## config.mk

```make
export PLATFORM = sky130hd
export DESIGN_NAME = rr_mem_arbiter
export DESIGN_NICKNAME = d
export VERILOG_FILES = /design/src/hdl/streamer_pkg.sv /design/src/hdl/rr_mem_arbiter.sv
export VERILOG_INCLUDE_DIRS = /design/src /design/src/hdl
export SDC_FILE = /design/constraint.sdc
export NUM_CORES = 1
export LEC_CHECK = 0
export ABC_AREA = 1
export BUFFER_PORTS_ARGS = -buffer_cell sky130_fd_sc_hd__clkbuf_2
export CAP_MARGIN = 20
export CORE_ASPECT_RATIO = 0.7
export CORE_MARGIN = 8
export CORE_UTILIZATION = 24
export CTS_BUF_LIST = sky130_fd_sc_hd__clkbuf_16
export CTS_CLUSTER_SIZE = 16
export DETAILED_ROUTE_END_ITERATION = 6
export GPL_TIMING_DRIVEN = 1
export PLACE_DENSITY = 0.95
export SLEW_MARGIN = 20
export SYNTH_ARGS = -nofsm -noshare
export SYNTH_HDL_FRONTEND = slang
export SYNTH_SLANG_ARGS = --single-unit
```

## constraint.sdc

```tcl
create_clock -name clk_i -period 3.1 [get_ports clk_i]
set_input_delay 0.62 -clock clk_i [delete_from_list [all_inputs] [get_ports clk_i]]
set_output_delay 0.62 -clock clk_i [all_outputs]
set_load 0.03 [all_outputs]
```

## src/hdl/streamer_settings.svh

```systemverilog
//////////////////////////////
// widths, scratchpad depth and
// offset FIFO depth
//////////////////////////////

`ifndef STREAMER_SETTINGS_SVH
`define STREAMER_SETTINGS_SVH

`define STREAMER_DATA_W    32   // stream item width
`define STREAMER_ADDR_W    12   // byte address, 4 KiB scratchpad
`define STREAMER_MEM_WORDS 1024 // 32-bit words in the scratchpad
`define STREAMER_CNT_W     10   // length and item counters

// must cover the grant to rvalid latency
`define STREAMER_OFS_DEPTH 4

`endif

```

## src/hdl/streamer_pkg.sv

```systemverilog
//////////////////////////////
// shared vector types and the
// streamer FSM encoding
//////////////////////////////

`include "streamer_settings.svh"

package streamer_pkg;

  // one stream item
  typedef logic [`STREAMER_DATA_W-1:0] data_t;

  // one memory read: addressed word low, next word high
  typedef logic [2*`STREAMER_DATA_W-1:0] rdata_t;

  // byte address into the scratchpad
  typedef logic [`STREAMER_ADDR_W-1:0] addr_t;

  // job length and item count
  typedef logic [`STREAMER_CNT_W-1:0] cnt_t;

  // control plane of one source streamer
  typedef enum logic [1:0] {
    IDLE    = 2'd0, // ready_start high
    WORKING = 2'd1, // addresses still being generated
    DRAIN   = 2'd2  // waiting for the last items to leave
  } streamer_state_e;

endpackage

```

## src/hdl/rr_mem_arbiter.sv

```systemverilog
//////////////////////////////
// two-port round-robin arbiter
// with response routing
//////////////////////////////

`timescale 1ns/1ps

`include "streamer_settings.svh"

module rr_mem_arbiter (
  input  logic                 clk_i,
  input  logic                 rst_ni,
  input  logic [1:0]           req_i,
  input  streamer_pkg::addr_t  addr_i0,
  input  streamer_pkg::addr_t  addr_i1,
  output logic [1:0]           gnt_o,
  output logic [1:0]           rvalid_o,
  output streamer_pkg::rdata_t rdata_o,     // shared, qualified by rvalid_o
  output logic                 mem_req_o,
  output streamer_pkg::addr_t  mem_addr_o,
  input  logic                 mem_rvalid_i,
  input  streamer_pkg::rdata_t mem_rdata_i
);

  // index of the port granted last; with a fixed one-cycle memory
  // latency it also names the owner of the response in flight
  logic last_q;

  // on a tie the port not granted last wins
  assign gnt_o[0] = req_i[0] & (~req_i[1] | last_q);
  assign gnt_o[1] = req_i[1] & (~req_i[0] | ~last_q);

  assign mem_req_o  = |req_i;
  assign mem_addr_o = gnt_o[1] ? addr_i1 : addr_i0;

  always_ff @(posedge clk_i or negedge rst_ni) begin
    if (!rst_ni) begin
      last_q <= 1'b1;              // port 0 wins the first tie
    end else if (mem_req_o) begin
      last_q <= gnt_o[1];
    end
  end

  assign rvalid_o[0] = mem_rvalid_i & ~last_q;
  assign rvalid_o[1] = mem_rvalid_i & last_q;
  assign rdata_o     = mem_rdata_i;

  // the response goes back to the port that won the grant
  a_gnt_routed : assert property (@(posedge clk_i) disable iff (!rst_ni)
    |gnt_o |=> rvalid_o == $past(gnt_o)
  ) else $error("rr_mem_arbiter: response not routed to the granted port");

  // routing relies on the memory answering exactly one cycle later
  a_mem_latency : assert property (@(posedge clk_i) disable iff (!rst_ni)
    mem_req_o |=> mem_rvalid_i
  ) else $error("rr_mem_arbiter: memory response not one cycle after grant");

endmodule

```

* After elaboration in Yosys (flattened, before gate mapping)
Cells that the tools add are included.
** Word-level totals
- Register bits after elaboration :: 1
- Input bits :: 93
- Logic and storage cells :: 12
** Operators by class
- Muxes and demuxes :: 1
- Bitwise logic cells :: 9
- Reduce and logical (&&, ||, !) cells :: 1
** Operators by type and width (count)
- 2-to-1 mux 12 bit :: 1
- AND 1 bit :: 4
- NOT 1 bit :: 3
- OR 1 bit :: 2
- OR reduction 2 bit :: 1

* Depth between registers and ports, before layout
Gate-level depths: netlist of run 1.
- Depth after elaboration :: 4
- Mapped depth :: 5

* Least setup slack after synthesis of run 1
No wires, ideal clock.
- Path type :: input to output
- From :: in req_i[0]
- To :: out gnt_o[0]
- Arrival :: 1330 ps
- Slack :: 1150 ps
- Cell stages on the path :: 2
- Path through :: inv_1 > o21ai_0
** On the way
- Longest elaborated chain between the ends :: 1
** Ends and longest elaborated chain
- start, declared :: line rr_mem_arbiter.sv:13 : input logic [1:0] req_i,
- AND 1 bit :: line rr_mem_arbiter.sv:30 : assign gnt_o[0] = req_i[0] & (~req_i[1] | last_q);
- end, declared :: line rr_mem_arbiter.sv:16 : output logic [1:0] gnt_o,
No other way between the ends.

* Final worst setup path of run 1
- From :: in req_i[0]
- To :: out mem_addr_o[9]
** On the way
- Longest elaborated chain between the ends :: 4
** Ends and longest elaborated chain
- NOT 1 bit :: line rr_mem_arbiter.sv:31 : assign gnt_o[1] = req_i[1] & (~req_i[0] | ~last_q);
- OR 1 bit :: line rr_mem_arbiter.sv:31
- AND 1 bit :: line rr_mem_arbiter.sv:31
- 2-to-1 mux 12 bit :: line rr_mem_arbiter.sv:34 : assign mem_addr_o = gnt_o[1] ? addr_i1 : addr_i0;
- end, declared :: line rr_mem_arbiter.sv:20 : output streamer_pkg::addr_t mem_addr_o,
No other way between the ends.

==> results of run 1 <==
-- logic make-up (layout without fill, tap and decap cells) --
logic type,after synthesis,after routing,synth area share [%]
compound gates,1,1,0.6762
buf+inv,71,49,70.22
flops,1,1,3.554
simple gates,43,43,25.55
-- cell usage after synthesis --
cell,number,area share (%)
buf_2,1,0.68
buf_4,65,66
buf_6,1,1.5
dfstp_2,1,3.6
inv_1,4,2.0
nand2_1,27,14
nand2_2,1,0.85
nand2_4,1,1.5
nand3_1,12,8.1
nor2_1,1,0.51
o21ai_0,1,0.68
or2_2,1,0.85
-- power breakdown --
group | switching (mW) | internal, mW
sequential | 0.00170 | 0.0158
combinational | 0.0784 | 0.0365
clock | 0 | 0
total | 0.0801 | 0.0523
-- routing by layer --
| layer | track usage (%) | share of wire [%] | up-vias |
|---|---|---|---|
| li1 | - | - | 246 |
| met1 | 7.832 | 35 | 224 |
| met2 | 9.268 | 45 | 64 |
| met3 | 6.609 | 20 | 2 |
| met4 | 0.4367 | 0.25 | 0 |
| met5 | 4.444 | 0 | - |
-- final cells by class --
cell class                      instances  area share, %
Multi-Input combinational cell         44          38.18
Inverter                                4          2.956
Timing Repair Buffer                   45          44.33
Tap cell                               38          9.360
Sequential cell                         1          5.172
-- layout by cell type, fill, tap and decap left out --
cell type / n
nand3_1: 12
nor2_1: 1
nand2_1: 27
o21ai_0: 1
inv_1: 4
nand2_4: 1
clkbuf_2: 45
or2_2: 1
dfstp_2: 1
nand2_2: 1
-- worst min-delay path by stage --
stage | end | slack (ns) | cells past startpoint
global placement | last_q | 0.48 | 2
global route | last_q | 0.54 | 2
floorplan | last_q | 0.47 | 0
finish | last_q | 0.49 | 2
CTS | last_q | 0.50 | 2
detailed placement | last_q | 0.50 | 2
-- worst min-delay path, delay by kind of cell (launching register included) --
family	cells	cell delay (ns)
AND/OR/NAND/NOR	2	0.12
flip-flops	1	0.36
-- through the flow --
| stage | power [mW] | util (%) | hold slack (ns) | instances | setup slack [ns] |
|---|---|---|---|---|---|
| 6_report | 0.1324 | 16.70 | 0.4908 | 132 | 0.9960 |
| 5_1_grt | 0.1429 | 16.70 | 0.5365 | 132 | 0.8665 |
| 3_5_place_dp | 0.1337 | 16.70 | 0.4980 | 132 | 0.9835 |
| 4_1_cts | 0.1341 | 16.70 | 0.4988 | 132 | 0.9800 |
| 2_1_floorplan | 0.2467 | - | 0.4675 | 116 | 1.150 |
| 3_3_place_gp | 0.1319 | 16.70 | 0.4833 | 132 | 1.014 |
==> flow_metrics.tcl, run 1 <==
set metrics [dict create \
    r2r-end "last_q" \
    rsz0062_at_grt "no" \
    multiInputGateArea_um2 193.9 \
    regMostFlops "last_q" \
    via_per_inst 4.061 \
    finalNetCount 189 \
    dr.pass1.iters 4 \
    critPathTopFamily "simple AND/OR/NAND/NOR gates" \
    cts_resized 0 \
    worstSetupEndpoint "mem_addr_o[9]" \
    drtIter0Drc 30 \
    slew_violations 0 \
    irDropWorstVdd_v 0.00006202 \
    largestRegisters "last_q: 1 flops" \
    worstPathMaxFanout 14 \
    period_needed_ns 2.104 \
    finalClockSkew_ns 0 \
    postCtsSetupBuffers 0 \
    critical_path_class "in -> out" \
    synth_area_um2 739.5 \
    antenna_left 0 \
    ios 174 \
    die_height_um 62.44 \
    reg2reg_depth 3 \
    clk_pin_slew_ns 0 \
    avgSynthCellArea_um2 6.375 \
    crit_buf_inv 2 \
    grt_pass1_wl_um 2994 \
    tns_ns 0 \
    p_per_area_nw_per_um2 260.6 \
    drt_wl_total_um 1975 \
    routedWlPerCell_um 14.96 \
    vias 536 \
    start_util_pct 24.31 \
    slowest_stage "nand2_4" \
    die_area_um2 5142 \
    synthCells 116 \
    reg2reg_from "last_q" \
    cp_cell_sequence "clkbuf_2 > nand2_2 > nand2_4 > nand2_1 > nand2_1 > clkbuf_2" \
    first_global_vias 518 \
    cap_violations 0 \
    dp_hpwl_um 1668 \
    overflow 0 \
    yosysSeqAreaShare_pct 3.553 \
    min_from "last_q" \
    ys_types 12 \
    p_leak_nw 0.3499 \
    period_share_pct 67.87 \
    yosysWarnings 0 \
    required_ns 2.48 \
    cts_hold_buf 0 \
    largest_reg_flops 1 \
    worstSetupEndpointType "primary output" \
    cp.depth 6 \
    drt_drc_violations_left 0 \
    relSlewSlack_pct 77.78 \
    setup_viol 0 \
    critPathLaunch "req_i[0]" \
    portBuffers 45 \
    clk_latency_ns 0 \
    place_congestion 0.6726 \
    fp.coreArea_um2 3042 \
    max_stage_delay_ns 0.23 \
    start_kind "input port" \
    worst_pin_slew_ns 0.3334 \
    arrival_ns 1.48 \
    min_path_type "reg -> reg" \
    die_w_um 82.35 \
    row_count 17 \
    grt.total_usage_pct 6.950 \
    seq_area_um2 26.28 \
    syn_nets 209 \
    syn2layout_area_growth_pct -31.30 \
    yosys_register_bits 1 \
    fmax_ghz 0.4753 \
    fin_area_um2 508.0 \
    dpl_cell_area_um2 508.0 \
    antenna_cells 0 \
    r2r_slack_ns 1.97 \
    grt_max_degree 16 \
    status "finished clean" \
    antenna_found_initial 0 \
    hold_viol 0 \
    drive_gt1_share_pct 52.13 \
    fillers 363 \
]
Power figures use the tool's default switching activity.
==> run 2, diff against run 1 <==
--- a/config.mk
+++ b/config.mk
@@ -6,17 +6,17 @@
 export SDC_FILE = /design/constraint.sdc
 export NUM_CORES = 1
 export LEC_CHECK = 0
-export ABC_AREA = 1
+export ABC_AREA = 0
 export BUFFER_PORTS_ARGS = -buffer_cell sky130_fd_sc_hd__clkbuf_2
 export CAP_MARGIN = 20
 export CORE_ASPECT_RATIO = 0.7
 export CORE_MARGIN = 8
-export CORE_UTILIZATION = 24
+export CORE_UTILIZATION = 23
 export CTS_BUF_LIST = sky130_fd_sc_hd__clkbuf_16
 export CTS_CLUSTER_SIZE = 16
 export DETAILED_ROUTE_END_ITERATION = 6
 export GPL_TIMING_DRIVEN = 1
-export PLACE_DENSITY = 0.95
+export PLACE_DENSITY = 0.9
 export SLEW_MARGIN = 20
 export SYNTH_ARGS = -nofsm -noshare
 export SYNTH_HDL_FRONTEND = slang
==> constraint.sdc (replaced) <==
create_clock -name clk_i -period 2 [get_ports clk_i]
set_input_delay 0.4 -clock clk_i [delete_from_list [all_inputs] [get_ports clk_i]]
set_output_delay 0.4 -clock clk_i [all_outputs]
set_load 0.03 [all_outputs]
==> flow_metrics.tcl, run 2 <==
set metrics [dict create \
    worstPathMaxFanout 10 \
    cts_resized 0 \
    min_path_type "in -> async" \
    fin_cells 106 \
    start_kind "input port" \
    required_ns 1.60 \
    layout_common_cells "clkbuf_2, mux2_4, mux2_1" \
    syn_nets 179 \
    synthAdderAreaFrac_pct 0 \
    hold_viol 0 \
    p_per_area_nw_per_um2 409.1 \
    synth-xor-area-share_pct 0 \
    finalClockSkew_ns 0 \
    overflow 0 \
    worstSetupEndpointType "primary output" \
    ys_types 13 \
    fillers 355 \
    yosys_register_bits 1 \
    critPathTopFamily "buffers and inverters" \
    synth_ff_type "dfstp_2" \
    synth_edf_count 0 \
    synthCells 86 \
    met2_usage_pct 8.219 \
    postCtsSetupBuffers 0 \
    portBuffers 45 \
    cts_hold_buf 0 \
    slowest_stage "mux2_4" \
    routedWlPerCell_um 14.84 \
    start_util_pct 24.09 \
    worst_pin_slew_ns 0.1833 \
    fp.coreArea_um2 3148 \
    row_count 17 \
    drt_wl_total_um 1573 \
    antenna_found_initial 0 \
    status "finished clean" \
    globalRouteMet1Util_pct 3.198 \
    cp_cell_sequence "clkbuf_2 > a21boi_4 > buf_4 > mux2_4 > clkbuf_2" \
    largest_reg_flops 1 \
    dr.pass1.iters 2 \
    die_height_um 64.04 \
    arrival_ns 1.39 \
    synth_top_family_by_area "buffers and inverters" \
    place_congestion 0.6980 \
    grt_max_degree 11 \
    irDropWorstVdd_v 0.00007890 \
    synth_top_cell_by_area "buf_4" \
    antenna_cells 0 \
    yosys.area_share.simple_pct 4.620 \
    synth_common_cells "buf_4, mux2_4, mux2_1" \
    grt.total_usage_pct 5.287 \
    drive_gt1_share_pct 89.71 \
    synth_top_cells_by_area "buf_4, mux2_4, mux2_1, dfstp_2, buf_12" \
    seq_area_um2 26.28 \
    ios 174 \
    drt_drc_violations_left 0 \
    antenna_left 0 \
    multiInputGateArea_um2 227.7 \
    synth_area_um2 758.2 \
    relSlewSlack_pct 87.83 \
    period_share_pct 89.50 \
    die_area_um2 5419 \
    dp_hpwl_um 1480 \
    grt_pass1_wl_um 2449 \
    dpl.cell_count 106 \
    vias 430 \
    setup_viol 0 \
    grtUsageMet3_pct 8.291 \
    yosysMostFrequentCell "buf_4" \
    clk_latency_ns 0 \
    finalNetCount 163 \
    critical_path_class "in -> out" \
    yosysSeqAreaShare_pct 3.465 \
    cap_violations 0 \
    regMostFlops "last_q" \
    die_w_um 84.63 \
    period_needed_ns 1.790 \
    tns_ns 0 \
    crit_buf_inv 3 \
    drtIter0Drc 6 \
    syn2layout_area_growth_pct -28.05 \
    clk_pin_slew_ns 0 \
    avgSynthCellArea_um2 8.817 \
    rsz0062_at_grt "no" \
    max_stage_delay_ns 0.31 \
    synth_top_area_share_pct 63.37 \
    power_uw 223.2 \
    largestRegisters "last_q: 1 flops" \
    synth.area.mux_share_pct 22.28 \
    yosysWarnings 0 \
    top_usage_layer "met3" \
    via_per_inst 4.057 \
    first_global_vias 499 \
    fmax_ghz 0.5586 \
    async_flop_share_pct 100.0 \
    final_common_cell "clkbuf_2" \
    cpMostUsedCell "clkbuf_2" \
    synth-compound-area-share_pct 3.135 \
    slew_violations 0 \
    p_leak_nw 0.3210 \
]
run 2: cell types whose count changed in the layout (fill, tap and decap cells not counted), sizes merged:
cell | previous run | this run
inv | 4 | 1
nand3 | 12 | 0
nand2 | 29 | 0
a21boi | 0 | 1
mux2 | 0 | 12
and2b | 0 | 1
buf | 0 | 2
and2 | 0 | 2
nand2b | 0 | 1
nor2 | 1 | 0
run 2: kinds of logic after synthesis:
group,count (synthesis)
AOI/OAI and AO/OA,2
buffers and inverters,66
DFF,1
muxes,12
and+or+nand+nor,5
run 2: through the flow:
step | worst slack (ns) | hold slack (ns) | area (µm²) | util (%)
floorplan | 0.4409 | 0.2522 | 758.2 | -
global placement | 0.2110 | 0.3333 | 545.5 | 17.33
detailed placement | 0.1991 | 0.3373 | 545.5 | 17.33
CTS | 0.1971 | 0.3373 | 545.5 | 17.33
global route | 0.1647 | 0.3401 | 545.5 | 17.33
finish | 0.2099 | 0.3356 | 545.5 | 17.33
run 2: per-layer routing:
metal	routed length [µm]	vias up
met1	406	192
met5	0	-
li1	-	171
met4	8	0
met2	679	65
met3	479	2
run 2: area by class of cell:
class | instances | share of cell area [%]
Inverter | 1 | 0.6881
Multi-Input combinational cell | 19 | 41.74
Sequential cell | 1 | 4.817
Tap cell | 38 | 8.716
Timing Repair Buffer | 47 | 44.04
run 2: final timing paths:
kind,startpoint,end,slack (ns),cells after the start
worst max-delay path,req_i[1],mem_addr_o[7],0.21,5
worst min-delay path,rst_ni,last_q,0.34,1
worst max register to register,last_q,last_q,1.16,2
worst min register to register,last_q,last_q,0.50,2
max in group asynchronous,rst_ni,last_q,1.64,1
min in group clk_i,last_q,last_q,0.50,2
run 2: worst register-to-register path: stages (launching register included):
cell and delay (ns):
dfstp_2 0.55, nand2b_1 0.13, o21ai_0 0.08
run 2: power breakdown:
part / switching, mW / internal (mW) / leakage (nW) / total (mW)
Clock: 0 / 0 / 0 / 0
Sequential: 0.00464 / 0.0260 / 0.0105 / 0.0306
Combinational: 0.108 / 0.0850 / 0.311 / 0.193
==> run 3, diff against run 2 <==
--- a/config.mk
+++ b/config.mk
@@ -9,14 +9,13 @@
 export ABC_AREA = 0
 export BUFFER_PORTS_ARGS = -buffer_cell sky130_fd_sc_hd__clkbuf_2
 export CAP_MARGIN = 20
-export CORE_ASPECT_RATIO = 0.7
-export CORE_MARGIN = 8
-export CORE_UTILIZATION = 23
+export CORE_AREA = 2 2 67 69
 export CTS_BUF_LIST = sky130_fd_sc_hd__clkbuf_16
 export CTS_CLUSTER_SIZE = 16
 export DETAILED_ROUTE_END_ITERATION = 6
+export DIE_AREA = 0 0 69 71
 export GPL_TIMING_DRIVEN = 1
-export PLACE_DENSITY = 0.9
+export PLACE_DENSITY = 0.78
 export SLEW_MARGIN = 20
 export SYNTH_ARGS = -nofsm -noshare
 export SYNTH_HDL_FRONTEND = slang
==> constraint.sdc (replaced) <==
create_clock -name clk_i -period 1.45 [get_ports clk_i]
set_input_delay 0.29 -clock clk_i [delete_from_list [all_inputs] [get_ports clk_i]]
set_output_delay 0.29 -clock clk_i [all_outputs]
set_load 0.03 [all_outputs]
==> flow_metrics.tcl, run 3 (synthesized netlist as in run 2, its figures left out) <==
set metrics [dict create \
    first_global_vias 383 \
    clk_latency_ns 0 \
    dpl_cell_area_um2 583.1 \
    clk_pin_slew_ns 0 \
    routedWlPerCell_um 12.24 \
    fp.coreArea_um2 4204 \
    row_count 24 \
    worstPathMaxFanout 6 \
    pre_cts_ws_ns -0.1097 \
    grt_max_degree 14 \
    antenna_left 0 \
    postCtsSetupBuffers 0 \
    period_share_pct 104.8 \
    finalNetCount 165 \
    critical_path_class "in -> out" \
    syn2layout_area_growth_pct -0.3300 \
    dr.pass1.iters 2 \
    worstSetupEndpointType "primary output" \
    fin_ws_ns -0.07004 \
    violations "setup timing" \
    drtIter0Drc 4 \
    seq_area_um2 26.28 \
    cts_hold_buf 0 \
    die_area_um2 4899 \
    largest_reg_flops 1 \
    place_congestion 0.5330 \
    antenna_found_initial 0 \
    power_uw 418.7 \
    via_per_inst 3.475 \
    relSlewSlack_pct 87.66 \
    grt_pass1_wl_um 2049 \
    portBuffers 45 \
    p_per_area_nw_per_um2 554.0 \
    regMostFlops "last_q" \
    p_leak_nw 0.3979 \
    slew_violations 0 \
    period_needed_ns 1.520 \
    multiInputGateArea_um2 239.0 \
    final_common_cell "clkbuf_2" \
    drt_drc_violations_left 0 \
    largestRegisters "last_q: 1 flops" \
    tns_ns -0.6131 \
    rsz0062_at_grt "yes" \
    fmax_ghz 0.6579 \
    worst_pin_slew_ns 0.1847 \
    drt_wl_total_um 1493 \
    die_w_um 69 \
    holdWs_ns 0.2269 \
    cap_violations 0 \
    status "finished, violations left" \
    required_ns 1.16 \
    fin_area_um2 755.7 \
    fillers 457 \
    overflow 0 \
    finalClockSkew_ns 0 \
    arrival_ns 1.23 \
    vias 424 \
    drive_gt1_share_pct 94.29 \
    setup_viol 12 \
    min_path_type "in -> async" \
    start_kind "input port" \
    layout_common_cells "clkbuf_2, buf_8, mux2_4" \
    hold_viol 0 \
    start_util_pct 18.04 \
    grt.total_usage_pct 4.966 \
    ios 174 \
    antenna_cells 0 \
    die_height_um 71 \
    irDropWorstVdd_v 0.0001125 \
]
run 3: layout make-up:
class,instances,share of cell area (%)
inverters,1,0.4967
repair buffers,49,55.79
multi-input cells,19,31.62
flip-flops and latches,1,3.477
well taps,52,8.609
run 3: report_power, final:
| part | switching, mW | internal, mW | total (mW) |
|---|---|---|---|
| sequential | 0.00394 | 0.0357 | 0.0397 |
| combinational | 0.169 | 0.210 | 0.379 |
| clock | 0 | 0 | 0 |
run 3: through the flow:
stage / util [%] / std cells
final: 17.98 / 122
after global routing: 17.98 / 122
after CTS: 16.37 / 121
after detailed placement: 13.87 / 121
after global placement: 13.87 / 121
after floorplan: - / 86
run 3: path summary, 6_finish.rpt:
kind	to	cells after the start	start	slack (ns)
hold / removal	last_q	1	rst_ni	0.23
setup reg to reg	last_q	3	last_q	0.54
min in group clk_i	last_q	3	req_i[1]	0.53
setup / recovery	mem_addr_o[8]	5	req_i[0]	-0.07
hold reg to reg	last_q	3	last_q	0.61
max in group asynchronous	last_q	1	rst_ni	1.20
run 3: layer usage:
| layer | global-route usage (%) | vias to the layer above | wire length [µm] |
|---|---|---|---|
| met5 | 0 | - | 0 |
| met4 | 3.268 | 0 | 66 |
| met3 | 3.419 | 10 | 335 |
| met2 | 9.295 | 66 | 771 |
| met1 | 3.513 | 174 | 320 |
| li1 | - | 174 | - |
run 3: critical path: stages:
cell       delay [ns]
buf_8            0.10
a21boi_4         0.20
clkbuf_16        0.19
mux2_4           0.31
buf_8            0.14
run 3: timing repair:
action	4_1_cts	5_1_grt
gates resized for setup	24	21
endpoints found under the setup margin	12	12
pin swaps	0	1
cloned	0	1
