## config.mk

```make
export PLATFORM = sky130hd
export DESIGN_NAME = scratch_source
export DESIGN_NICKNAME = d
export VERILOG_FILES = /design/src/hdl/streamer_pkg.sv /design/src/hdl/stride_addr_gen.sv /design/src/hdl/scratch_source.sv
export VERILOG_INCLUDE_DIRS = /design/src /design/src/hdl
export SDC_FILE = /design/constraint.sdc
export NUM_CORES = 1
export LEC_CHECK = 0
export ABC_AREA = 1
export BUFFER_PORTS_ARGS = -buffer_cell sky130_fd_sc_hd__buf_2
export CORE_MARGIN = 2
export CORE_UTILIZATION = 25
export CTS_CLUSTER_DIAMETER = 30
export DETAILED_ROUTE_END_ITERATION = 7
export PLACE_DENSITY_LB_ADDON = 0.12
export SLEW_MARGIN = 0
export SYNTH_ARGS = -nofsm -noshare
export SYNTH_HDL_FRONTEND = slang
export SYNTH_SLANG_ARGS = --single-unit
```

## constraint.sdc

```tcl
create_clock -name clk_i -period 2.7 [get_ports clk_i]
set_input_delay 0.405 -clock clk_i [delete_from_list [all_inputs] [get_ports clk_i]]
set_output_delay 0.405 -clock clk_i [all_outputs]
set_load 0.05 [all_outputs]
```

## src/hdl/streamer_settings.svh

```systemverilog
//////////////////////////////
// widths, scratchpad depth and
// offset FIFO depth
//////////////////////////////

`ifndef STREAMER_SETTINGS_SVH
`define STREAMER_SETTINGS_SVH

`define STREAMER_DATA_W    32   // stream item width
`define STREAMER_ADDR_W    12   // byte address, 4 KiB scratchpad
`define STREAMER_MEM_WORDS 1024 // 32-bit words in the scratchpad
`define STREAMER_CNT_W     10   // length and item counters

// must cover the grant to rvalid latency
`define STREAMER_OFS_DEPTH 4

`endif

```

## src/hdl/streamer_pkg.sv

```systemverilog
//////////////////////////////
// shared vector types and the
// streamer FSM encoding
//////////////////////////////

`include "streamer_settings.svh"

package streamer_pkg;

  // one stream item
  typedef logic [`STREAMER_DATA_W-1:0] data_t;

  // one memory read: addressed word low, next word high
  typedef logic [2*`STREAMER_DATA_W-1:0] rdata_t;

  // byte address into the scratchpad
  typedef logic [`STREAMER_ADDR_W-1:0] addr_t;

  // job length and item count
  typedef logic [`STREAMER_CNT_W-1:0] cnt_t;

  // control plane of one source streamer
  typedef enum logic [1:0] {
    IDLE    = 2'd0, // ready_start high
    WORKING = 2'd1, // addresses still being generated
    DRAIN   = 2'd2  // waiting for the last items to leave
  } streamer_state_e;

endpackage

```

## src/hdl/stride_addr_gen.sv

```systemverilog
//////////////////////////////
// strided byte-address generator
// base, stride and length
//////////////////////////////

`timescale 1ns/1ps

`include "streamer_settings.svh"

module stride_addr_gen (
  input  logic                clk_i,
  input  logic                rst_ni,
  input  logic                clear_i,      // abort or end of job
  input  logic                start_i,      // job launch, samples config
  input  streamer_pkg::addr_t base_i,
  input  streamer_pkg::addr_t stride_i,     // in bytes
  input  streamer_pkg::cnt_t  len_i,        // in items
  output streamer_pkg::addr_t addr_o,
  output logic                addr_valid_o,
  input  logic                addr_ready_i,
  output logic                last_o        // every address handed off
);

  streamer_pkg::addr_t addr_q;   // next address to present
  streamer_pkg::addr_t stride_q;
  streamer_pkg::cnt_t  len_q;
  streamer_pkg::cnt_t  cnt_q;    // addresses accepted so far
  logic                busy_q;
  logic                accept;

  // base goes out directly in the start cycle so the FIFO catches it
  assign addr_o       = start_i ? base_i : addr_q;
  assign addr_valid_o = start_i ? (len_i != '0) : (busy_q && (cnt_q != len_q));
  assign accept       = addr_valid_o & addr_ready_i;
  assign last_o       = busy_q & (cnt_q == len_q);

  always_ff @(posedge clk_i or negedge rst_ni) begin
    if (!rst_ni) begin
      busy_q <= 1'b0;
      cnt_q  <= '0;
    end else if (clear_i) begin
      busy_q <= 1'b0;
      cnt_q  <= '0;
    end else if (start_i) begin
      busy_q <= 1'b1;
      cnt_q  <= accept ? streamer_pkg::cnt_t'(1) : '0; // base may go out at once
    end else if (accept) begin
      cnt_q <= cnt_q + 1'b1;
    end
  end

  // job registers, only meaningful while busy
  always_ff @(posedge clk_i) begin
    if (start_i) begin
      stride_q <= stride_i;
      len_q    <= len_i;
      addr_q   <= accept ? base_i + stride_i : base_i;
    end else if (accept) begin
      addr_q <= addr_q + stride_q; // wraps with the address space
    end
  end

  // a presented address may not move before the FIFO takes it
  a_addr_stable : assert property (@(posedge clk_i) disable iff (!rst_ni)
    addr_valid_o && !addr_ready_i && !clear_i |=> $stable(addr_o)
  ) else $error("stride_addr_gen: address changed while waiting");

endmodule

```

## src/hdl/scratch_source.sv

```systemverilog
//////////////////////////////
// source streamer: address FIFO,
// offset FIFO, realignment, hold
// register, item counter and FSM
//////////////////////////////

`timescale 1ns/1ps

`include "streamer_settings.svh"

module scratch_source (
  input  logic                 clk_i,
  input  logic                 rst_ni,
  input  logic                 clear_i,
  input  logic                 start_i,
  input  streamer_pkg::addr_t  base_i,
  input  streamer_pkg::addr_t  stride_i,
  input  streamer_pkg::cnt_t   len_i,
  output logic                 ready_start_o,
  output logic                 done_o,
  output logic                 mem_req_o,
  output streamer_pkg::addr_t  mem_addr_o,   // word aligned
  input  logic                 mem_gnt_i,
  input  logic                 mem_rvalid_i,
  input  streamer_pkg::rdata_t mem_rdata_i,
  output logic                 out_valid_o,
  output streamer_pkg::data_t  out_data_o,
  input  logic                 out_ready_i
);

  localparam int unsigned OFS_D  = `STREAMER_OFS_DEPTH;
  localparam int unsigned OFS_PW = $clog2(OFS_D);

  streamer_pkg::streamer_state_e cs, ns;

  streamer_pkg::addr_t  ag_addr;
  logic                 ag_valid, ag_last, ag_start, ag_clear;
  streamer_pkg::addr_t  af_mem [2];  // two-entry address FIFO
  logic                 af_wptr, af_rptr;
  logic [1:0]           af_cnt;
  logic                 af_push, af_pop, af_full, af_empty;
  streamer_pkg::addr_t  af_head;
  logic [1:0]           ofs_mem [OFS_D];
  logic [OFS_PW-1:0]    ofs_wptr, ofs_rptr;
  logic [OFS_PW:0]      ofs_cnt;
  logic                 ofs_push, ofs_pop;
  logic [1:0]           ofs_head;    // byte shift of the item in flight
  logic                 hold_valid_q;
  streamer_pkg::rdata_t hold_data_q;
  streamer_pkg::rdata_t src_data, shifted;
  streamer_pkg::cnt_t   len_q, item_cnt_q;
  logic                 xfer;

  assign ag_start = start_i & ready_start_o; // only taken in IDLE
  assign ag_clear = clear_i | done_o;

  stride_addr_gen i_addr_gen (
    .clk_i        ( clk_i    ),
    .rst_ni       ( rst_ni   ),
    .clear_i      ( ag_clear ),
    .start_i      ( ag_start ),
    .base_i       ( base_i   ),
    .stride_i     ( stride_i ),
    .len_i        ( len_i    ),
    .addr_o       ( ag_addr  ),
    .addr_valid_o ( ag_valid ),
    .addr_ready_i ( ~af_full ),
    .last_o       ( ag_last  )
  );

  assign af_full  = (af_cnt == 2'd2);
  assign af_empty = (af_cnt == 2'd0);
  assign af_head  = af_mem[af_rptr];
  assign af_push  = ag_valid & ~af_full;
  assign af_pop   = mem_req_o & mem_gnt_i; // a grant is the transfer

  // no request while the stream stalls, so one response at most is parked
  assign mem_req_o  = (cs != streamer_pkg::IDLE) & ~af_empty & out_ready_i & ~clear_i;
  assign mem_addr_o = {af_head[`STREAMER_ADDR_W-1:2], 2'b00};

  always_ff @(posedge clk_i or negedge rst_ni) begin
    if (!rst_ni) begin
      af_wptr <= 1'b0;
      af_rptr <= 1'b0;
      af_cnt  <= '0;
    end else if (clear_i) begin
      af_wptr <= 1'b0;
      af_rptr <= 1'b0;
      af_cnt  <= '0;
    end else begin
      if (af_push) af_wptr <= ~af_wptr;
      if (af_pop)  af_rptr <= ~af_rptr;
      af_cnt <= af_cnt + {1'b0, af_push} - {1'b0, af_pop};
    end
  end

  always_ff @(posedge clk_i) begin
    if (af_push) af_mem[af_wptr] <= ag_addr;
  end

  assign ofs_push = af_pop;            // low address bits at grant time
  assign ofs_pop  = xfer;              // retired with the item
  assign ofs_head = ofs_mem[ofs_rptr];

  always_ff @(posedge clk_i or negedge rst_ni) begin
    if (!rst_ni) begin
      ofs_wptr <= '0;
      ofs_rptr <= '0;
      ofs_cnt  <= '0;
    end else if (clear_i) begin
      ofs_wptr <= '0;
      ofs_rptr <= '0;
      ofs_cnt  <= '0;
    end else begin
      if (ofs_push) ofs_wptr <= (ofs_wptr == OFS_PW'(OFS_D-1)) ? '0 : ofs_wptr + 1'b1;
      if (ofs_pop)  ofs_rptr <= (ofs_rptr == OFS_PW'(OFS_D-1)) ? '0 : ofs_rptr + 1'b1;
      ofs_cnt <= ofs_cnt + {{OFS_PW{1'b0}}, ofs_push} - {{OFS_PW{1'b0}}, ofs_pop};
    end
  end

  always_ff @(posedge clk_i) begin
    if (ofs_push) ofs_mem[ofs_wptr] <= af_head[1:0];
  end

  // double-word read, so any byte offset still holds a whole item
  assign src_data    = mem_rvalid_i ? mem_rdata_i : hold_data_q;
  assign shifted     = src_data >> {ofs_head, 3'b000};
  assign out_data_o  = shifted[`STREAMER_DATA_W-1:0];
  assign out_valid_o = mem_rvalid_i | hold_valid_q;
  assign xfer        = out_valid_o & out_ready_i;

  always_ff @(posedge clk_i or negedge rst_ni) begin
    if (!rst_ni) begin
      hold_valid_q <= 1'b0;
    end else if (clear_i) begin
      hold_valid_q <= 1'b0;
    end else if (mem_rvalid_i && !out_ready_i) begin
      hold_valid_q <= 1'b1;            // park the late response
    end else if (out_ready_i) begin
      hold_valid_q <= 1'b0;
    end
  end

  always_ff @(posedge clk_i) begin
    if (mem_rvalid_i && !out_ready_i) hold_data_q <= mem_rdata_i;
  end

  always_ff @(posedge clk_i) begin
    if (ag_start) len_q <= len_i;      // job length for the end check
  end

  always_ff @(posedge clk_i or negedge rst_ni) begin
    if (!rst_ni) begin
      item_cnt_q <= '0;
    end else if (clear_i || done_o) begin
      item_cnt_q <= '0;
    end else if (xfer) begin
      item_cnt_q <= item_cnt_q + 1'b1;
    end
  end

  always_ff @(posedge clk_i or negedge rst_ni) begin
    if (!rst_ni) begin
      cs <= streamer_pkg::IDLE;
    end else if (clear_i) begin
      cs <= streamer_pkg::IDLE;
    end else begin
      cs <= ns;
    end
  end

  always_comb begin
    ns            = cs;
    ready_start_o = 1'b0;
    done_o        = 1'b0;
    case (cs)
      streamer_pkg::IDLE: begin
        ready_start_o = 1'b1;
        if (start_i) ns = streamer_pkg::WORKING;
      end
      streamer_pkg::WORKING: begin
        if (ag_last) ns = streamer_pkg::DRAIN; // all addresses in the FIFO
      end
      streamer_pkg::DRAIN: begin
        if (af_empty && (item_cnt_q == len_q)) begin
          ns     = streamer_pkg::IDLE;
          done_o = 1'b1;
        end
      end
      default: ns = streamer_pkg::IDLE;
    endcase
  end

  a_ofs_no_overflow : assert property (@(posedge clk_i) disable iff (!rst_ni)
    ofs_push |-> (ofs_cnt != (OFS_PW+1)'(OFS_D))
  ) else $error("scratch_source: offset FIFO pushed while full");

  a_rvalid_has_ofs : assert property (@(posedge clk_i) disable iff (!rst_ni)
    mem_rvalid_i |-> (ofs_cnt != '0)
  ) else $error("scratch_source: response without a pending offset");

endmodule

```

After elaboration in Yosys (flattened, before gate mapping)
Memories as Yosys holds them, arrays and structs flattened. Index checks and enable logic that the tools add are counted.

Register bits after elaboration: 130. Latch bits: 0. Bits in writable memories: 32. Memory bits (read-only): 0. Output and inout bits: 48. Word-level logic and storage cells: 109. Memories kept: 2.

Memory list: af_mem (words 2, width 12, rd ports 1, clocked after memory_dff 0, write ports 1, RTL line scratch_source.sv:38) `streamer_pkg::addr_t af_mem [2];`; ofs_mem (words 4, width 2, rd ports 1, clocked after memory_dff 0, write ports 1, RTL line scratch_source.sv:43) `logic [1:0] ofs_mem [OFS_D];`.

$add $sub $neg: 8. $mul: 0. Divide/modulo/power cells: 0. Magnitude comparators: 0. Equal/unequal tests: 11. Shift-type cells: 1. Muxes and demuxes: 40. Bitwise gates (word level): 15. Reduce and logical (&&, ||, !) cells: 18.

Operators with widths (number): two-way mux 64 bit (1); >> shifter 64 x 5 -> 32 bit (1); two-way mux 10 bit (5); two-way mux 12 bit (4); adder 12 bit (2); two-way mux 2 bit (11); adder 10 x 1 -> 10 bit, second input constant (2); equality test 10 bit (2); two-way mux 1 bit (18); nonzero test 2 bit (7); != test 10 bit (1); nonzero test 10 bit (1); != test 3 bit, second input constant (3); AND 1 bit (8); equality test 2 bit, second input constant (4); one-hot mux 2 bit (3 select lines) (1); nonzero test 3 bit (2); inverter 1 bit (5); adder 2 x 1 -> 2 bit, second input constant (2); logical NOT 2 bit (2); logical AND 1 bit (3); AND reduction 3 bit (1); adder 2 x 1 -> 2 bit (1); equality test 2 x 1 -> 1 bit, second input constant (1); other kinds (4) (5).

Logic depth before layout (Yosys ltp)
Depth after elaboration: 8. Gate-level depth with buffers: 15.

Hierarchy
Synthesis repeated with hierarchy kept, for this count alone.

Cells, all modules: 1133. Area, all modules: 9695.5 um2.

Modules (own cells, without submodules): scratch_source (times used 1, cells an instance 662, area each 6219.7 um2, seq. area each 3468.3 um2); stride_addr_gen (times used 1, cells an instance 471, area each 3475.8 um2, seq. area each 1296.2 um2).

Worst setup path after synthesis
No wires, ideal clock.

Path type: input to register. From: in mem_rvalid_i. To: reg hold_data_q[0], enable pin. Library setup time: 470 ps. Arrival: 3257 ps. Required time: 2230 ps. Path slack: -1027 ps. Stages: 4. Path buffers: 2. Cells stage by stage: buf_2 clkinv_1 clkbuf_1 nor2_1.

Word-level cells in the longest chain between the ends: 1.

RTL lines: from (decl) (RTL line scratch_source.sv:24) `input logic mem_rvalid_i,`; logical AND 1 bit (RTL line scratch_source.sv:145) `if (mem_rvalid_i && !out_ready_i) hold_data_q <= mem_rdata_i;`; to (signal assigned) (RTL line scratch_source.sv:145); to (decl) (RTL line scratch_source.sv:49) `streamer_pkg::rdata_t hold_data_q;`.

Every way passes these cells. A chain may end at the register's enable or synchronous reset.

Worst setup path after layout
From: reg ofs_rptr[0]. To: out out_data_o[27].

Word-level cells in the longest chain between the ends: 2.

RTL lines: from (decl) (RTL line scratch_source.sv:44) `logic [OFS_PW-1:0] ofs_wptr, ofs_rptr;`; from (signal assigned) (RTL line scratch_source.sv:116) `if (ofs_pop) ofs_rptr <= (ofs_rptr == OFS_PW'(OFS_D-1)) ? '0 : ofs_rptr + 1'b1;`; memory (4 x 2 bit); >> shifter 64 x 5 -> 32 bit (RTL line scratch_source.sv:127) `assign shifted = src_data >> {ofs_head, 3'b000};`; to (decl) (RTL line scratch_source.sv:27) `output streamer_pkg::data_t out_data_o,`.

Every way passes these cells.

==> results.sh <==
export IMPL_clock_sink_count=154
export IMPL_synth_largest_area_cell="sky130_fd_sc_hd__edfxtp_1"
export IMPL_worst_hold_path_type="in -> async"
export IMPL_swShare_pct=41.5
export IMPL_final_clock_period_utilization_by_the_worst_path_pct=97.3
export IMPL_power_share_combinational_pct=41.9
export IMPL_fmax_mhz=381
export IMPL_detailedRoute_firstIterationViolations=408
export IMPL_floorplan_initialDensity_pct=25.5
export IMPL_final_cell_mix="sky130_fd_sc_hd__nand2_1, sky130_fd_sc_hd__edfxtp_1, sky130_fd_sc_hd__buf_2, sky130_fd_sc_hd__nor2_1, sky130_fd_sc_hd__nand3_1"
export IMPL_path_class="reg -> out"
export IMPL_overflow=0
export IMPL_drt_pass1_iter_count=5
export IMPL_yosys_register_bits=154
export IMPL_cellPowerDensity_nw_per_um2=884
export IMPL_relSlewSlack_pct=43.6
export IMPL_status="finished clean"
export IMPL_grt_pass1_wl_um=40700
export IMPL_number_of_global_route_vias_before_repair=7172
export IMPL_port_buffers=142
export IMPL_grt_use_total_pct=13.9
export IMPL_post_route_drc_count=0
export IMPL_routability_congestion_estimate_from_global_placement=0.802
export IMPL_crit_chain="buf_6, a21oi_1, a32oi_4, buf_12, buf_12, o21ai_0, buf_4"
export IMPL_sequentialPowerShare_pct=33.0
export IMPL_cts_made_buffers=17
export IMPL_reg_area_um2=4470
export IMPL_worst_slew_pin_slew_ps=847
export IMPL_worstSkewPairLatency_ps=440
export IMPL_post_route_cells_drive_above_1_share_pct=20.8
export IMPL_psw_mw=4.07
export IMPL_clk_transition_reported_paths_ps=70
export IMPL_finalCoreUtilization_pct=31.0
export IMPL_critical_path_required_ps=2300
export IMPL_io_pins=153
export IMPL_min_tclk_post_route_ps=2630
export IMPL_yosysTopAreaCellShare_pct=40.2
export IMPL_number_of_fill_cells=3874
export IMPL_worst_setup_slack_for_register_to_register_paths_ps=440
export IMPL_flow_area_growth_from_synthesis_pct=21.5
export IMPL_std_cell_rows=69
export IMPL_clk_root_buffer_cell="sky130_fd_sc_hd__clkbuf_16"
export IMPL_cts_hold_buffers=0
export IMPL_clk_buf_depth=2
export IMPL_final_sum_of_negative_setup_slack_ps=0
export IMPL_totalWireLength_um=26200
export IMPL_synth_area_um2=9110
export IMPL_num_nets_final=1301
export IMPL_detail_route_vias_per_cell=4.42
export IMPL_p_int_mw=5.73
export IMPL_worst_ir_drop_vdd_mv=0.494
export IMPL_grtUsageMet2_pct=23.2
export IMPL_critPathMostFrequentCell="sky130_fd_sc_hd__buf_12"
export IMPL_grt_met1_usage_pct=18.4
export IMPL_synth_seq_area_share_pct=49.0
export IMPL_slowest_stage="sky130_fd_sc_hd__dfrtp_2"
export IMPL_core_region_area_um2=35700
export IMPL_synth_async_sr_flop_share_pct=20.8
export IMPL_yosys_cell_types_count=47
export IMPL_finalMaxSlewViolations=0
export IMPL_share_clk_of_total_power_pct=25.1
export IMPL_ctsHtreeMaxLevel=4
export IMPL_grt_max_degree=57
export IMPL_floorplan_die_width_um=195
export IMPL_routed_wire_length_per_instance_um=16.0
export IMPL_layout_cells_most_common="sky130_fd_sc_hd__nand2_1"
export IMPL_design_power_total_mw=9.80
export IMPL_timing_critical_path_from_type="flip-flop"
export IMPL_route_vias_total=7243
export IMPL_finalClockSkew_ps=8.28
export IMPL_setup_viol_count_final=0
export IMPL_synth_main_ff_cell="sky130_fd_sc_hd__edfxtp_1"
export IMPL_hpwlAfterDp_um=19600
export IMPL_multiInputGateArea_um2=4070
export IMPL_fp_dieArea_um2=38000
export IMPL_synth_edf_count=122
export IMPL_synth_top_cells_by_area="sky130_fd_sc_hd__edfxtp_1, sky130_fd_sc_hd__nand2_1, sky130_fd_sc_hd__dfrtp_1"
export IMPL_clock_tree_from_tritoncts="done"
export IMPL_rsz0062_at_grt="true"
export IMPL_final_hold_worst_slack_ps=59.6
export IMPL_hold_violations=0
export IMPL_chipHeight_um=195
export IMPL_max_stage_delay_ps=460
export IMPL_place_ws_ps=296
export IMPL_data_arrival_time_at_the_worst_slack_endpoint_ps=2220
export IMPL_postLayoutSetupSlackWorst_ps=72.4
export IMPL_worst_setup_path_end_kind="primary output"
export IMPL_postSynthCellCount=1028
export IMPL_final_antenna_net_count=0
export IMPL_grt_antenna_before_repair=1
export IMPL_global_route_usage_met3_pct=2.69
export IMPL_critical_path_peak_fanout=33
export IMPL_cellLeakagePower_nw=4.89
export IMPL_synth_area_per_cell_um2=8.87
export IMPL_max_cap_violations=0
export IMPL_synth_warnings=0
export IMPL_grt_busiest_layer="met2"
synth_stat cells, types with 3 or more instances:
master	count
sky130_fd_sc_hd__inv_2	6
sky130_fd_sc_hd__nor2_2	6
sky130_fd_sc_hd__buf_4	16
sky130_fd_sc_hd__o21ai_0	90
sky130_fd_sc_hd__nand4_1	10
sky130_fd_sc_hd__xnor2_1	8
sky130_fd_sc_hd__buf_2	12
sky130_fd_sc_hd__ha_1	31
sky130_fd_sc_hd__mux2i_1	40
sky130_fd_sc_hd__nand3_1	90
sky130_fd_sc_hd__nand2_1	256
sky130_fd_sc_hd__o211ai_1	3
sky130_fd_sc_hd__xor2_1	19
sky130_fd_sc_hd__inv_1	78
sky130_fd_sc_hd__clkbuf_1	17
sky130_fd_sc_hd__or2_2	4
sky130_fd_sc_hd__mux2_2	12
sky130_fd_sc_hd__nor3_1	7
sky130_fd_sc_hd__a21oi_1	29
sky130_fd_sc_hd__edfxtp_1	122
sky130_fd_sc_hd__nor2_1	106
sky130_fd_sc_hd__dfrtp_1	32
sequential cells by signal (all words and copies together), names as in the netlist:
| signal | count |
|---|---|
| af_wptr | 1 |
| ofs_rptr | 2 |
| af_cnt | 2 |
| i_addr_gen.stride_q | 12 |
| i_addr_gen.busy_q | 1 |
| ofs_wptr | 2 |
| af_rptr | 1 |
| hold_data_q | 56 |
| cs | 2 |
| ofs_mem | 8 |
| item_cnt_q | 10 |
| hold_valid_q | 1 |
| i_addr_gen.addr_q | 12 |
| i_addr_gen.cnt_q | 10 |
| i_addr_gen.len_q | 10 |
| af_mem | 24 |
layout make-up:
cell class	instances	share of cell area, %
clock inverters	15	1.49
repair buffers	164	9.41
clock buffers	17	3.84
repair inverters	1	0.0678
well taps	461	5.21
flip-flops and latches	154	40.3
diodes	2	0.0452
multi-input cells	740	36.7
inverters	85	2.94
critical path, delay by kind of cell (launching register included):
| kind | cells | cell delay [ps] |
|---|---|---|
| flops | 1 | 460 |
| compound gates | 3 | 610 |
| buf+inv | 4 | 700 |
per-stage QoR:
stage	cell area, µm²	instances
after floorplan	9130	1029
after global placement	10300	1598
after detailed placement	10300	1598
after CTS	11000	1635
after global routing	11100	1637
final	11100	1639
final timing paths:
path | start | end | cells after the start
max reg2reg | cs[1] | i_addr_gen.addr_q[3] | 7
min reg2reg | i_addr_gen.busy_q | i_addr_gen.busy_q | 2
max in group asynchronous | rst_ni | ofs_rptr[0] | 1
min | rst_ni | i_addr_gen.cnt_q[1] | 1
max | ofs_rptr[0] | out_data_o[27] | 7
min in group clk_i | stride_i[7] | i_addr_gen.stride_q[7] | 1
timing repair:
| item | in CTS | in global routing |
|---|---|---|
| pin swaps | 1 | 1 |
| cloned | 1 | 0 |
| gates resized for setup | 24 | 57 |
| setup buffers | 4 | 2 |
| endpoints found under the setup margin | 21 | 32 |
cell families after synthesis:
logic type | Yosys count | synth area share, %
AND/OR/NAND/NOR | 491 | 22.9
flip-flops | 154 | 49.0
XOR/XNOR | 27 | 2.59
other | 1 | 0.0411
multiplexers | 52 | 5.88
adder cells (fa/ha/maj) | 33 | 4.69
AO/OA/AOI/OAI | 135 | 8.09
buffers and inverters | 135 | 6.79
power groups by stage:
stage / clock network (mW) / logic (mW) / registers (mW)
after floorplan: 0 / 2.97 / 3.23
after global placement: 0 / 3.89 / 3.28
after detailed placement: 0 / 3.89 / 3.28
after CTS: 2.54 / 4.03 / 3.24
after global routing: 2.63 / 4.54 / 3.28
final: 2.46 / 4.10 / 3.23
routing by layer:
metal | routed length (µm) | up-vias
met1 | 12500 | 3350
li1 | - | 3735
met5 | 0 | -
met3 | 1030 | 15
met4 | 263 | 0
met2 | 12400 | 143
Note: power is estimated with default switching activity, not from simulation.
